$ cat config.mk
export PLATFORM = sky130hd
export DESIGN_NAME = io_subsys_top
export DESIGN_NICKNAME = d
export VERILOG_FILES = /design/src/logic/bus_pkg.sv /design/src/logic/io_map_pkg.sv /design/src/logic/io_bridge.sv /design/src/logic/io_decoder.sv /design/src/logic/io_scratch_ram.sv /design/src/logic/io_gpio.sv /design/src/logic/io_subsys_top.sv
export SDC_FILE = /design/constraint.sdc
export NUM_CORES = 1
export LEC_CHECK = 0
export BUFFER_PORTS_ARGS = -buffer_cell sky130_fd_sc_hd__buf_2
export CORE_AREA = 4 4 145 147
export CTS_BUF_LIST = sky130_fd_sc_hd__clkbuf_4 sky130_fd_sc_hd__clkbuf_8 sky130_fd_sc_hd__clkbuf_16
export CTS_CLUSTER_DIAMETER = 40
export DETAILED_ROUTE_END_ITERATION = 8
export DIE_AREA = 0 0 149 151
export PLACE_DENSITY = 0.65
export SLEW_MARGIN = 15
export SYNTH_ARGS = -nofsm -noshare
export SYNTH_HDL_FRONTEND = slang
export SYNTH_SLANG_ARGS = --single-unit
$ cat constraint.sdc
create_clock -name clk_i -period 2.25 [get_ports clk_i]
set_input_delay 0.1125 -clock clk_i [delete_from_list [all_inputs] [get_ports clk_i]]
set_output_delay 0.1125 -clock clk_i [all_outputs]
set_load 0.05 [all_outputs]
$ cat src/logic/bus_pkg.sv
package bus_pkg;

	// ============================================================
	// Bus widths shared by the masters, the bridge and the decoder
	// ============================================================

	// Bits per byte of bus data
	parameter int BPB = 8;

	// Width of a master address
	parameter int ADR_W = 24;

	// Top nibble that marks an address as belonging to the I/O range
	parameter logic [3:0] IO_TAG = 4'hE;

	// One bus address
	typedef logic [ADR_W-1:0] bus_adr_t;

	// One byte of bus data
	typedef logic [BPB-1:0] bus_dat_t;

endpackage

$ cat src/logic/io_map_pkg.sv
package io_map_pkg;

	import bus_pkg::*;

	// ============================================================
	// I/O device address map
	// ============================================================

	// Scratch RAM, 16 bytes from E00000 up to E0000F
	parameter bus_adr_t RAM_BASE = 24'hE00000;

	// GPIO register block, two registers
	parameter bus_adr_t GPIO_BASE = 24'hE00100;

	// Output register, writable and reads back
	parameter logic [3:0] GPIO_OUT_OFS = 4'd0;
	// Input pins register, read only
	parameter logic [3:0] GPIO_IN_OFS = 4'd1;

	// Data returned for an I/O address that no device claims
	parameter bus_dat_t FILL_DAT = 8'hFF;

endpackage

$ cat src/logic/io_bridge.sv
`timescale 1ns/100ps

module io_bridge import bus_pkg::*; (
	input  logic     clk_i,
	input  logic     rst_i,
	// Port 1 is the CPU and wins every tie
	input  logic     s1_cyc_i,
	input  logic     s1_stb_i,
	input  logic     s1_we_i,
	input  bus_adr_t s1_adr_i,
	input  bus_dat_t s1_dat_i,
	output logic     s1_ack_o,
	output bus_dat_t s1_dat_o,
	// Port 2 is the second master, for example a DMA engine
	input  logic     s2_cyc_i,
	input  logic     s2_stb_i,
	input  logic     s2_we_i,
	input  bus_adr_t s2_adr_i,
	input  bus_dat_t s2_dat_i,
	output logic     s2_ack_o,
	output bus_dat_t s2_dat_o,
	// Registered master bus toward the I/O decoder
	output logic     m_cyc_o,
	output logic     m_stb_o,
	output logic     m_we_o,
	output bus_adr_t m_adr_o,
	output bus_dat_t m_dat_o,
	input  logic     m_ack_i,
	input  bus_dat_t m_dat_i
);

	typedef enum logic [1:0] {
		IDLE,
		WAIT_ACK,
		WAIT_NACK
	} state_t;

	state_t state;
	// Zero when port 1 owns the current access, one for port 2
	logic   which;
	// Internal ack, one cycle ahead of the port ack
	logic   s_ack;
	logic   s1_req;
	logic   s2_req;
	logic   win_cyc;
	logic   win_stb;

	// Only requests into the I/O range are seen at all
	assign s1_req = s1_cyc_i & s1_stb_i & (s1_adr_i[ADR_W-1 -: 4] == IO_TAG);
	assign s2_req = s2_cyc_i & s2_stb_i & (s2_adr_i[ADR_W-1 -: 4] == IO_TAG);

	// Cycle and strobe of whichever port owns the access
	assign win_cyc = which ? s2_cyc_i : s1_cyc_i;
	assign win_stb = which ? s2_stb_i : s1_stb_i;

	// ============================================================
	// Return path acks
	// ============================================================

	// The port ack follows s_ack by a cycle and falls as soon as
	// the owning port lets go of its strobe
	always_ff @(posedge clk_i) begin
		if (rst_i) begin
			s1_ack_o <= 1'b0;
			s2_ack_o <= 1'b0;
		end else begin
			s1_ack_o <= s_ack & s1_stb_i & ~which;
			s2_ack_o <= s_ack & s2_stb_i & which;
		end
	end

	// ============================================================
	// Control FSM
	// ============================================================

	always_ff @(posedge clk_i) begin
		if (rst_i) begin
			state   <= IDLE;
			which   <= 1'b0;
			s_ack   <= 1'b0;
			m_cyc_o <= 1'b0;
			m_stb_o <= 1'b0;
			m_we_o  <= 1'b0;
		end else begin
			case (state)
			IDLE: begin
				// A device still acking the last access holds us off
				if (!m_ack_i && (s1_req || s2_req)) begin
					which   <= ~s1_req;
					m_cyc_o <= 1'b1;
					m_stb_o <= 1'b1;
					m_we_o  <= s1_req ? s1_we_i : s2_we_i;
					state   <= WAIT_ACK;
				end
			end
			WAIT_ACK: begin
				// Owner dropped cyc, so the access is abandoned
				if (!win_cyc) begin
					m_cyc_o <= 1'b0;
					m_stb_o <= 1'b0;
					m_we_o  <= 1'b0;
					state   <= IDLE;
				end else if (m_ack_i) begin
					s_ack <= 1'b1;
					state <= WAIT_NACK;
				end
			end
			WAIT_NACK: begin
				// Hold everything until the owner drops its strobe
				if (!win_stb) begin
					m_cyc_o <= 1'b0;
					m_stb_o <= 1'b0;
					m_we_o  <= 1'b0;
					s_ack   <= 1'b0;
					state   <= IDLE;
				end
			end
			default: state <= IDLE;
			endcase
		end
	end

	// ============================================================
	// Address and data registers
	// ============================================================

	always_ff @(posedge clk_i) begin
		// Upper nibble is forced to E so devices see a fixed range
		if (state == IDLE && !m_ack_i) begin
			if (s1_req) begin
				m_adr_o <= {IO_TAG, s1_adr_i[ADR_W-5:0]};
				m_dat_o <= s1_dat_i;
			end else if (s2_req) begin
				m_adr_o <= {IO_TAG, s2_adr_i[ADR_W-5:0]};
				m_dat_o <= s2_dat_i;
			end
		end
		// Read data is caught together with the device ack
		if (state == WAIT_ACK && win_cyc && m_ack_i) begin
			if (which)
				s2_dat_o <= m_dat_i;
			else
				s1_dat_o <= m_dat_i;
		end
		// Owner's data goes back to zero when it releases the strobe
		if (state == WAIT_NACK && !win_stb) begin
			if (which)
				s2_dat_o <= '0;
			else
				s1_dat_o <= '0;
		end
	end

endmodule

$ cat src/logic/io_decoder.sv
`timescale 1ns/100ps

module io_decoder import bus_pkg::*, io_map_pkg::*; (
	input  logic       clk_i,
	input  logic       rst_i,
	// Master bus from the bridge
	input  logic       m_cyc_i,
	input  logic       m_stb_i,
	input  logic       m_we_i,
	input  bus_adr_t   m_adr_i,
	input  bus_dat_t   m_dat_i,
	output logic       m_ack_o,
	output bus_dat_t   m_dat_o,
	// Device side
	input  logic       ram_ack_i,
	input  bus_dat_t   ram_dat_i,
	input  logic       gpio_ack_i,
	input  bus_dat_t   gpio_dat_i,
	output logic       ram_sel_o,
	output logic       gpio_sel_o,
	output logic       dev_we_o,
	output logic [3:0] dev_adr_o,
	output bus_dat_t   dev_dat_o
);

	logic io_hit;
	logic ram_hit;
	logic gpio_hit;
	logic fill_ack;

	// RAM claims a 16-byte window, GPIO only its two registers
	assign io_hit   = (m_adr_i[ADR_W-1 -: 4] == IO_TAG);
	assign ram_hit  = (m_adr_i[ADR_W-1:4] == RAM_BASE[ADR_W-1:4]);
	assign gpio_hit = (m_adr_i[ADR_W-1:1] == GPIO_BASE[ADR_W-1:1]);

	assign ram_sel_o  = m_cyc_i & ram_hit;
	assign gpio_sel_o = m_cyc_i & gpio_hit;

	// Devices share the low address bits, we and write data
	assign dev_we_o  = m_we_i;
	assign dev_adr_o = m_adr_i[3:0];
	assign dev_dat_o = m_dat_i;

	// Unclaimed I/O addresses are answered here a cycle after strobe
	// and released a cycle after strobe falls, like a real device
	always_ff @(posedge clk_i) begin
		if (rst_i)
			fill_ack <= 1'b0;
		else
			fill_ack <= m_cyc_i & m_stb_i & io_hit & ~ram_hit & ~gpio_hit;
	end

	assign m_ack_o = ram_ack_i | gpio_ack_i | fill_ack;

	// Return data follows whichever source is acking
	always_comb begin
		if (ram_ack_i)
			m_dat_o = ram_dat_i;
		else if (gpio_ack_i)
			m_dat_o = gpio_dat_i;
		else if (fill_ack)
			m_dat_o = FILL_DAT;
		else
			m_dat_o = '0;
	end

endmodule

$ cat src/logic/io_scratch_ram.sv
`timescale 1ns/100ps

module io_scratch_ram import bus_pkg::*; #(
	parameter int RAM_DEPTH = 16
) (
	input  logic       clk_i,
	input  logic       rst_i,
	input  logic       sel_i,
	input  logic       stb_i,
	input  logic       we_i,
	input  logic [3:0] adr_i,
	input  bus_dat_t   dat_i,
	output logic       ack_o,
	output bus_dat_t   dat_o
);

	localparam int AW = $clog2(RAM_DEPTH);

	bus_dat_t mem [RAM_DEPTH];
	logic     first;

	// True only on the cycle whose edge raises the ack
	assign first = sel_i & stb_i & ~ack_o;

	always_ff @(posedge clk_i) begin
		if (rst_i)
			ack_o <= 1'b0;
		else
			ack_o <= sel_i & stb_i;
	end

	// One write per access even though strobe is held for several cycles
	always_ff @(posedge clk_i) begin
		if (first && we_i)
			mem[adr_i[AW-1:0]] <= dat_i;
		if (first && !we_i)
			dat_o <= mem[adr_i[AW-1:0]];
	end

endmodule

$ cat src/logic/io_gpio.sv
`timescale 1ns/100ps

module io_gpio import bus_pkg::*, io_map_pkg::*; (
	input  logic       clk_i,
	input  logic       rst_i,
	input  logic       sel_i,
	input  logic       stb_i,
	input  logic       we_i,
	input  logic [3:0] adr_i,
	input  bus_dat_t   dat_i,
	input  bus_dat_t   gpio_in_i,
	output logic       ack_o,
	output bus_dat_t   dat_o,
	output bus_dat_t   gpio_out_o
);

	// Two-flop synchronizer on the input pins
	bus_dat_t in_meta;
	bus_dat_t in_sync;

	always_ff @(posedge clk_i) begin
		in_meta <= gpio_in_i;
		in_sync <= in_meta;
	end

	// Ack and output register, writes to the input offset fall through
	always_ff @(posedge clk_i) begin
		if (rst_i) begin
			ack_o      <= 1'b0;
			gpio_out_o <= '0;
		end else begin
			ack_o <= sel_i & stb_i;
			if (sel_i && stb_i && we_i && adr_i == GPIO_OUT_OFS)
				gpio_out_o <= dat_i;
		end
	end

	always_ff @(posedge clk_i) begin
		case (adr_i)
		GPIO_OUT_OFS: dat_o <= gpio_out_o;
		GPIO_IN_OFS:  dat_o <= in_sync;
		default:      dat_o <= FILL_DAT;
		endcase
	end

endmodule

$ cat src/logic/io_subsys_top.sv
`timescale 1ns/100ps

module io_subsys_top import bus_pkg::*; #(
	parameter int RAM_DEPTH = 16
) (
	input  logic     clk_i,
	input  logic     rst_i,
	input  logic     s1_cyc_i,
	input  logic     s1_stb_i,
	input  logic     s1_we_i,
	input  bus_adr_t s1_adr_i,
	input  bus_dat_t s1_dat_i,
	output logic     s1_ack_o,
	output bus_dat_t s1_dat_o,
	input  logic     s2_cyc_i,
	input  logic     s2_stb_i,
	input  logic     s2_we_i,
	input  bus_adr_t s2_adr_i,
	input  bus_dat_t s2_dat_i,
	output logic     s2_ack_o,
	output bus_dat_t s2_dat_o,
	input  bus_dat_t gpio_in_i,
	output bus_dat_t gpio_out_o
);

	// ============================================================
	// Internal master bus and device wiring
	// ============================================================

	logic       m_cyc;
	logic       m_stb;
	logic       m_we;
	bus_adr_t   m_adr;
	bus_dat_t   m_dat_o;
	logic       m_ack;
	bus_dat_t   m_dat_i;
	logic       ram_sel;
	logic       gpio_sel;
	logic       dev_we;
	logic [3:0] dev_adr;
	bus_dat_t   dev_dat;
	logic       ram_ack;
	bus_dat_t   ram_dat;
	logic       gpio_ack;
	bus_dat_t   gpio_dat;

	io_bridge u_bridge (
		.clk_i    (clk_i),
		.rst_i    (rst_i),
		.s1_cyc_i (s1_cyc_i),
		.s1_stb_i (s1_stb_i),
		.s1_we_i  (s1_we_i),
		.s1_adr_i (s1_adr_i),
		.s1_dat_i (s1_dat_i),
		.s1_ack_o (s1_ack_o),
		.s1_dat_o (s1_dat_o),
		.s2_cyc_i (s2_cyc_i),
		.s2_stb_i (s2_stb_i),
		.s2_we_i  (s2_we_i),
		.s2_adr_i (s2_adr_i),
		.s2_dat_i (s2_dat_i),
		.s2_ack_o (s2_ack_o),
		.s2_dat_o (s2_dat_o),
		.m_cyc_o  (m_cyc),
		.m_stb_o  (m_stb),
		.m_we_o   (m_we),
		.m_adr_o  (m_adr),
		.m_dat_o  (m_dat_o),
		.m_ack_i  (m_ack),
		.m_dat_i  (m_dat_i)
	);

	io_decoder u_decoder (
		.clk_i      (clk_i),
		.rst_i      (rst_i),
		.m_cyc_i    (m_cyc),
		.m_stb_i    (m_stb),
		.m_we_i     (m_we),
		.m_adr_i    (m_adr),
		.m_dat_i    (m_dat_o),
		.m_ack_o    (m_ack),
		.m_dat_o    (m_dat_i),
		.ram_ack_i  (ram_ack),
		.ram_dat_i  (ram_dat),
		.gpio_ack_i (gpio_ack),
		.gpio_dat_i (gpio_dat),
		.ram_sel_o  (ram_sel),
		.gpio_sel_o (gpio_sel),
		.dev_we_o   (dev_we),
		.dev_adr_o  (dev_adr),
		.dev_dat_o  (dev_dat)
	);

	io_scratch_ram #(
		.RAM_DEPTH (RAM_DEPTH)
	) u_ram (
		.clk_i (clk_i),
		.rst_i (rst_i),
		.sel_i (ram_sel),
		.stb_i (m_stb),
		.we_i  (dev_we),
		.adr_i (dev_adr),
		.dat_i (dev_dat),
		.ack_o (ram_ack),
		.dat_o (ram_dat)
	);

	io_gpio u_gpio (
		.clk_i      (clk_i),
		.rst_i      (rst_i),
		.sel_i      (gpio_sel),
		.stb_i      (m_stb),
		.we_i       (dev_we),
		.adr_i      (dev_adr),
		.dat_i      (dev_dat),
		.gpio_in_i  (gpio_in_i),
		.ack_o      (gpio_ack),
		.dat_o      (gpio_dat),
		.gpio_out_o (gpio_out_o)
	);

endmodule

# Word-level counts from Yosys, hierarchy flattened
# Memory sizes are Yosys's and may differ from the RTL's. A register that Yosys moved wholly into a read port is not among the register bits.
# Cells that the tools add are included.
# totals
ff_bits	87
mem_bits_rw	128
out_inout_bits	26
elab_cells	113
memories	1
# memory_table
name	words	width	rd	rd_clocked_by_memory_dff	wr	line_no	source
u_ram.mem	16	8	1	1	1	io_scratch_ram.sv:19	bus_dat_t mem [RAM_DEPTH];
# op_classes
n_eq_ne	12
muxes	35
n_bitwise	22
reduce_logical	25
# op_table
operator	n
$mux W8	13
$mux W20	2
$eq A19 B8 Y1 const B	1
$logic_not A16 Y1	1
$pmux W8 S2	1
$and A1 B1 Y1	15
$mux W1	11
$logic_and A1 B1 Y1	10
$eq A4 B4 Y1 const B	2
$mux W2	4
$reduce_and A4 Y1	2
$ne A2 B1 Y1 const B	3
$pmux W1 S3	2
$pmux W2 S3	1
$not A1 Y1	5
$eq A4 B1 Y1 const B	1
$logic_not A4 Y1	1
$ne A2 B2 Y1 const B	2
$reduce_and A2 Y1	2
$reduce_bool A2 Y1	2
$logic_not A1 Y1	3
$ne A3 B2 Y1 const B	1
$reduce_and A3 Y1	1
$reduce_bool A3 Y1	1
other kinds (6)	7

# Depth between registers and ports, before layout
# logic_depth
ltp_word	7
ltp_mapped	7
ltp_nobuf	5

# Hierarchy
# A second synthesis with hierarchy kept.
# hier_totals
cells_unflattened	571
hier_area_um2	9166.3
# by_module_without_submodules
mod	n_inst	cells_per_inst	area_each_um2
io_scratch_ram	1	237	5268.8
io_bridge	1	194	2484.9
io_gpio	1	82	1026.0
io_decoder	1	58	386.6

# Worst setup path before layout
# No wires, ideal clock.
# synth_timing
path_kind	reg2reg
from	reg u_bridge.m_adr_o[15]
to	mem u_ram.mem[1][0] (netlist bit), enable pin
setup_time_ns	0.383
t_arrival_ns	2.032
path_slack_ns	-0.166
path_stages_with_launch	6
n_path_buf	1
cell_sequence	edfxtp_1 nor4_1 and2_1 buf_2 nand4b_2 nor3_1
# synth_via
elab_chain_cells	7
# synth_lines
item	line_no	source
start: declaration	io_bridge.sv:26	output bus_adr_t m_adr_o,
start signal: assignment	io_bridge.sv:131	m_adr_o <= {IO_TAG, s1_adr_i[ADR_W-5:0]};
start signal: assignment	io_bridge.sv:134	m_adr_o <= {IO_TAG, s2_adr_i[ADR_W-5:0]};
$logic_not A16 Y1	io_decoder.sv:33	assign ram_hit = (m_adr_i[ADR_W-1:4] == RAM_BASE[ADR_W-1:4]);
$and A1 B1 Y1	io_decoder.sv:36	assign ram_sel_o = m_cyc_i & ram_hit;
$and A1 B1 Y1 (2 in a row)	io_scratch_ram.sv:23	assign first = sel_i & stb_i & ~ack_o;
$logic_and A1 B1 Y1	io_scratch_ram.sv:34	if (first && we_i)
$mux W1	io_scratch_ram.sv:34	
$mux W1 (not written as such)	io_scratch_ram.sv:35	mem[adr_i[AW-1:0]] <= dat_i;
end: declaration	io_scratch_ram.sv:19	
# No other way between the ends.

# Worst setup path in the final report
# layout_timing
from	in s1_stb_i
to	reg u_bridge.m_adr_o[6], data pin
# layout_via
elab_chain_cells	3
# layout_lines
item	line_no	source
start: declaration	io_subsys_top.sv:9	input logic s1_stb_i,
$and A1 B1 Y1 (2 in a row)	io_bridge.sv:49	assign s1_req = s1_cyc_i & s1_stb_i & (s1_adr_i[ADR_W-1 -: 4] == IO_TAG);
$mux W20	io_bridge.sv:130	if (s1_req) begin
# No other way between the ends.
# A chain may end at the register's enable or synchronous reset.

==> metrics.csv <==
metric,value,unit
Fillers,1525,
core area,19910,um2
nature of the critical path endpoint,register,
H-tree depth,1,
post-synth cell types,48,
Slew HR,53.83,%
Clock Tree Buf Depth,3,
port bufs,105,
Mean Syn Cell Area,17.21,um2
type of origin of the critical path,primary input,
Post-Route WL,21730,um
Tot GR Track Use,19.51,%
synthesis-to-finish area growth,33.15,%
first-pass GRT wire length,33440,um
Antenna diodes,0,
max-slew violations,0,
"Clk Latency, worst-skew pair",0.56,ns
cts bufs inserted,30,
Avg Vias per Cell,5.346,
Initial Util,44.17,%
GPL Wtd Cong,0.8159,
Power Density,837.5,nW/um2
worst-margin pin slew,0.6926,ns
fin cells,1021,
WL/cell,21.28,um
placed insts,896,
switching power,0.001951,W
sw frac,19.90,%
clock network power share,51.3,%
Syn Inst Count,511,
Hold/Removal Path Class,in -> reg,
ratio of cells with drive above 1 in the final layout,37.42,%
"most common cell after layout, fill and taps aside",edfxtp_1,
Synth warnings,0,
status,finished clean,
post-synthesis async set-or-reset flop share,0,%
Max rail drop VDD,657.5,uV
Mapped Area,8793,um2
crit share post-route,92.55,%
most frequent cells in the layout,"180 x edfxtp_1, 105 x buf_2, 70 x dlygate4sd3_1, 43 x dfxtp_1, 40 x mux4_2",
Synthesized Nets,595,
Comb pwr share,3.2,%
die height,151,um
post-CTS setup repair buffer count,0,
post-layout util,58.81,%
Seq pwr share,45.5,%
Final nets,812,
Int Power,0.007855,W
Yosys reg bits,223,
sequential area share after synthesis,71.26,%
CP max FO,29,
antenna violations before repair,0,
DRC Markers,0,
CTS tree,built,
Die Area,22500,um2
clock tree sinks,223,
largest net degree at the start of global routing,36,
GR Overflow Total,0,
vias in the first global route,5890,
critical setup path kind,in -> reg,
Iter 0 DRT Violations,386,
final hold vios,0,
Via Count,5458,
Synth Flop Type,edfxtp_1,
Root Buffer,clkbuf_16,
Leak Pwr,4.216,nW
number of synthesized flops with an enable pin,180,
io pins,106,
CP Data Arrival Time,2.38,ns
fmax,480.2,MHz
Detail Route Antenna Nets,0,
num rows,52,
hpwl dp,14010,um
# setup viols final,0,
CP Data Required Time,2.54,ns
Pre-Repair DR Iteration Count,5,
die width,149,um
max-cap violations,0,
clock skew,0.01607,ns
minimum clock period,2.082,ns
RSZ-0062 raised after global routing,false,
clock-pin slew on the worst setup and hold paths,0.05,ns
-- worst max-delay path, stage by stage --
cell and delay, ns:
dlygate4sd3_1 0.52, buf_2 0.13, nand4b_1 0.20, nor2_2 0.15, buf_6 0.27, mux2_2 0.38, dlygate4sd3_1 0.58
-- registers in the layout, summed over array words and instances (netlist names), named ones only --
name and cells:
u_ram.ack_o 1, u_bridge.m_cyc_o 1, u_gpio.dat_o 8, u_bridge.m_adr_o 20
u_bridge.m_dat_o 8, u_gpio.ack_o 1, u_bridge.m_we_o 1, u_ram.mem 128
u_bridge.s2_ack_o 1, u_bridge.s1_ack_o 1, u_bridge.s_ack 1, u_decoder.fill_ack 1
u_ram.dat_o 8, u_bridge.state 2, u_bridge.which 1, u_gpio.in_meta 8
u_gpio.in_sync 8, u_gpio.gpio_out_o 8
-- worst paths after layout --
kind                                            from                  end  slack (ns)  depth (start not counted)
worst min-delay path                    s2_adr_i[23]    u_bridge.state[0]        0.09                          5
worst min register to register     u_gpio.in_meta[5]    u_gpio.in_sync[5]        0.33                          0
worst max-delay path                        s1_stb_i  u_bridge.m_adr_o[6]        0.17                          7
worst max register to register  u_bridge.m_adr_o[15]     u_ram.mem[12][4]        0.23                          6
-- through the flow --
stage	setup WS (ns)	setup TNS, ns	cell area [um2]	total power (W)	hold slack [ns]
2_1_floorplan	-0.1657	-14.19	8813	0.004640	0.1402
3_3_place_gp	0.1695	0	9864	0.004743	0.2169
3_5_place_dp	0.08802	0	9864	0.004750	0.2164
4_1_cts	0.04560	0	11680	0.009859	0.05052
5_1_grt	0.03800	0	11710	0.01010	0.1122
6_report	0.1676	0	11710	0.009806	0.08899
-- layout make-up --
class | count | area, um2 | share of cell area, %
well taps | 270 | 337.8 | 2.885
clock buffers | 39 | 907.1 | 7.747
inverters | 9 | 33.78 | 0.2885
multi-input cells | 250 | 2399 | 20.49
flip-flops and latches | 223 | 6266 | 53.52
repair buffers | 214 | 1560 | 13.33
clock inverters | 16 | 205.2 | 1.753
-- power groups by stage --
stage	Sequential [W]	Combinational, W	Clock [W]
3_3_place_gp	0.00455	0.000197	0
6_report	0.00446	0.000309	0.00503
3_5_place_dp	0.00455	0.000202	0
2_1_floorplan	0.00454	0.0000989	0
5_1_grt	0.00446	0.000334	0.00530
4_1_cts	0.00446	0.000297	0.00510
-- logic make-up after synthesis --
group	synth area share [%]
compound gates	4.511
fa+ha+maj	0.5692
buf+inv	2.035
flops	71.26
mux	15.35
simple gates	6.275
-- Yosys cell counts (2+ instances only) --
| library cell | number | area [um2] |
|---|---|---|
| nand4_1 | 11 | 68.82 |
| mux4_2 | 40 | 900.9 |
| dfxtp_1 | 43 | 860.8 |
| nand4b_1 | 3 | 26.28 |
| clkbuf_1 | 13 | 48.80 |
| edfxtp_1 | 180 | 5405 |
| a21oi_1 | 24 | 120.1 |
| mux2_2 | 31 | 349.1 |
| buf_1 | 3 | 11.26 |
| nor4_1 | 3 | 18.77 |
| buf_2 | 8 | 40.04 |
| nand2b_1 | 8 | 50.05 |
| nor3_1 | 18 | 90.09 |
| nand2_1 | 33 | 123.9 |
| o21ai_1 | 8 | 40.04 |
| o21ai_0 | 9 | 45.04 |
| a211oi_1 | 2 | 15.01 |
| o2bb2ai_1 | 8 | 70.07 |
| a31oi_1 | 3 | 18.77 |
| mux2i_1 | 10 | 100.1 |
| and3_1 | 3 | 18.77 |
| buf_6 | 2 | 22.52 |
| nor2_1 | 7 | 26.28 |
| or3_1 | 2 | 12.51 |
| inv_1 | 9 | 33.78 |
| buf_4 | 3 | 22.52 |
| ha_1 | 4 | 50.05 |
| nand3_1 | 3 | 15.01 |
-- routing by layer --
metal  global-route usage, %  vias to the layer above  part of all wire [%]
li1                        -                     2473                     -
met5                       0                        -                     0
met1                   26.24                     2770                    41
met4                   5.172                        0                   1.9
met2                   33.85                      181                    52
met3                   2.543                       34                   5.1
-- repair_timing --
action / 4_1_cts / 5_1_grt
hold buffers: 70 / 0
endpoints found under the setup margin: 0 / 100
endpoints found under the hold margin: 50 / 0
gates resized for setup: 0 / 5
Power figures use the tool's default switching activity.
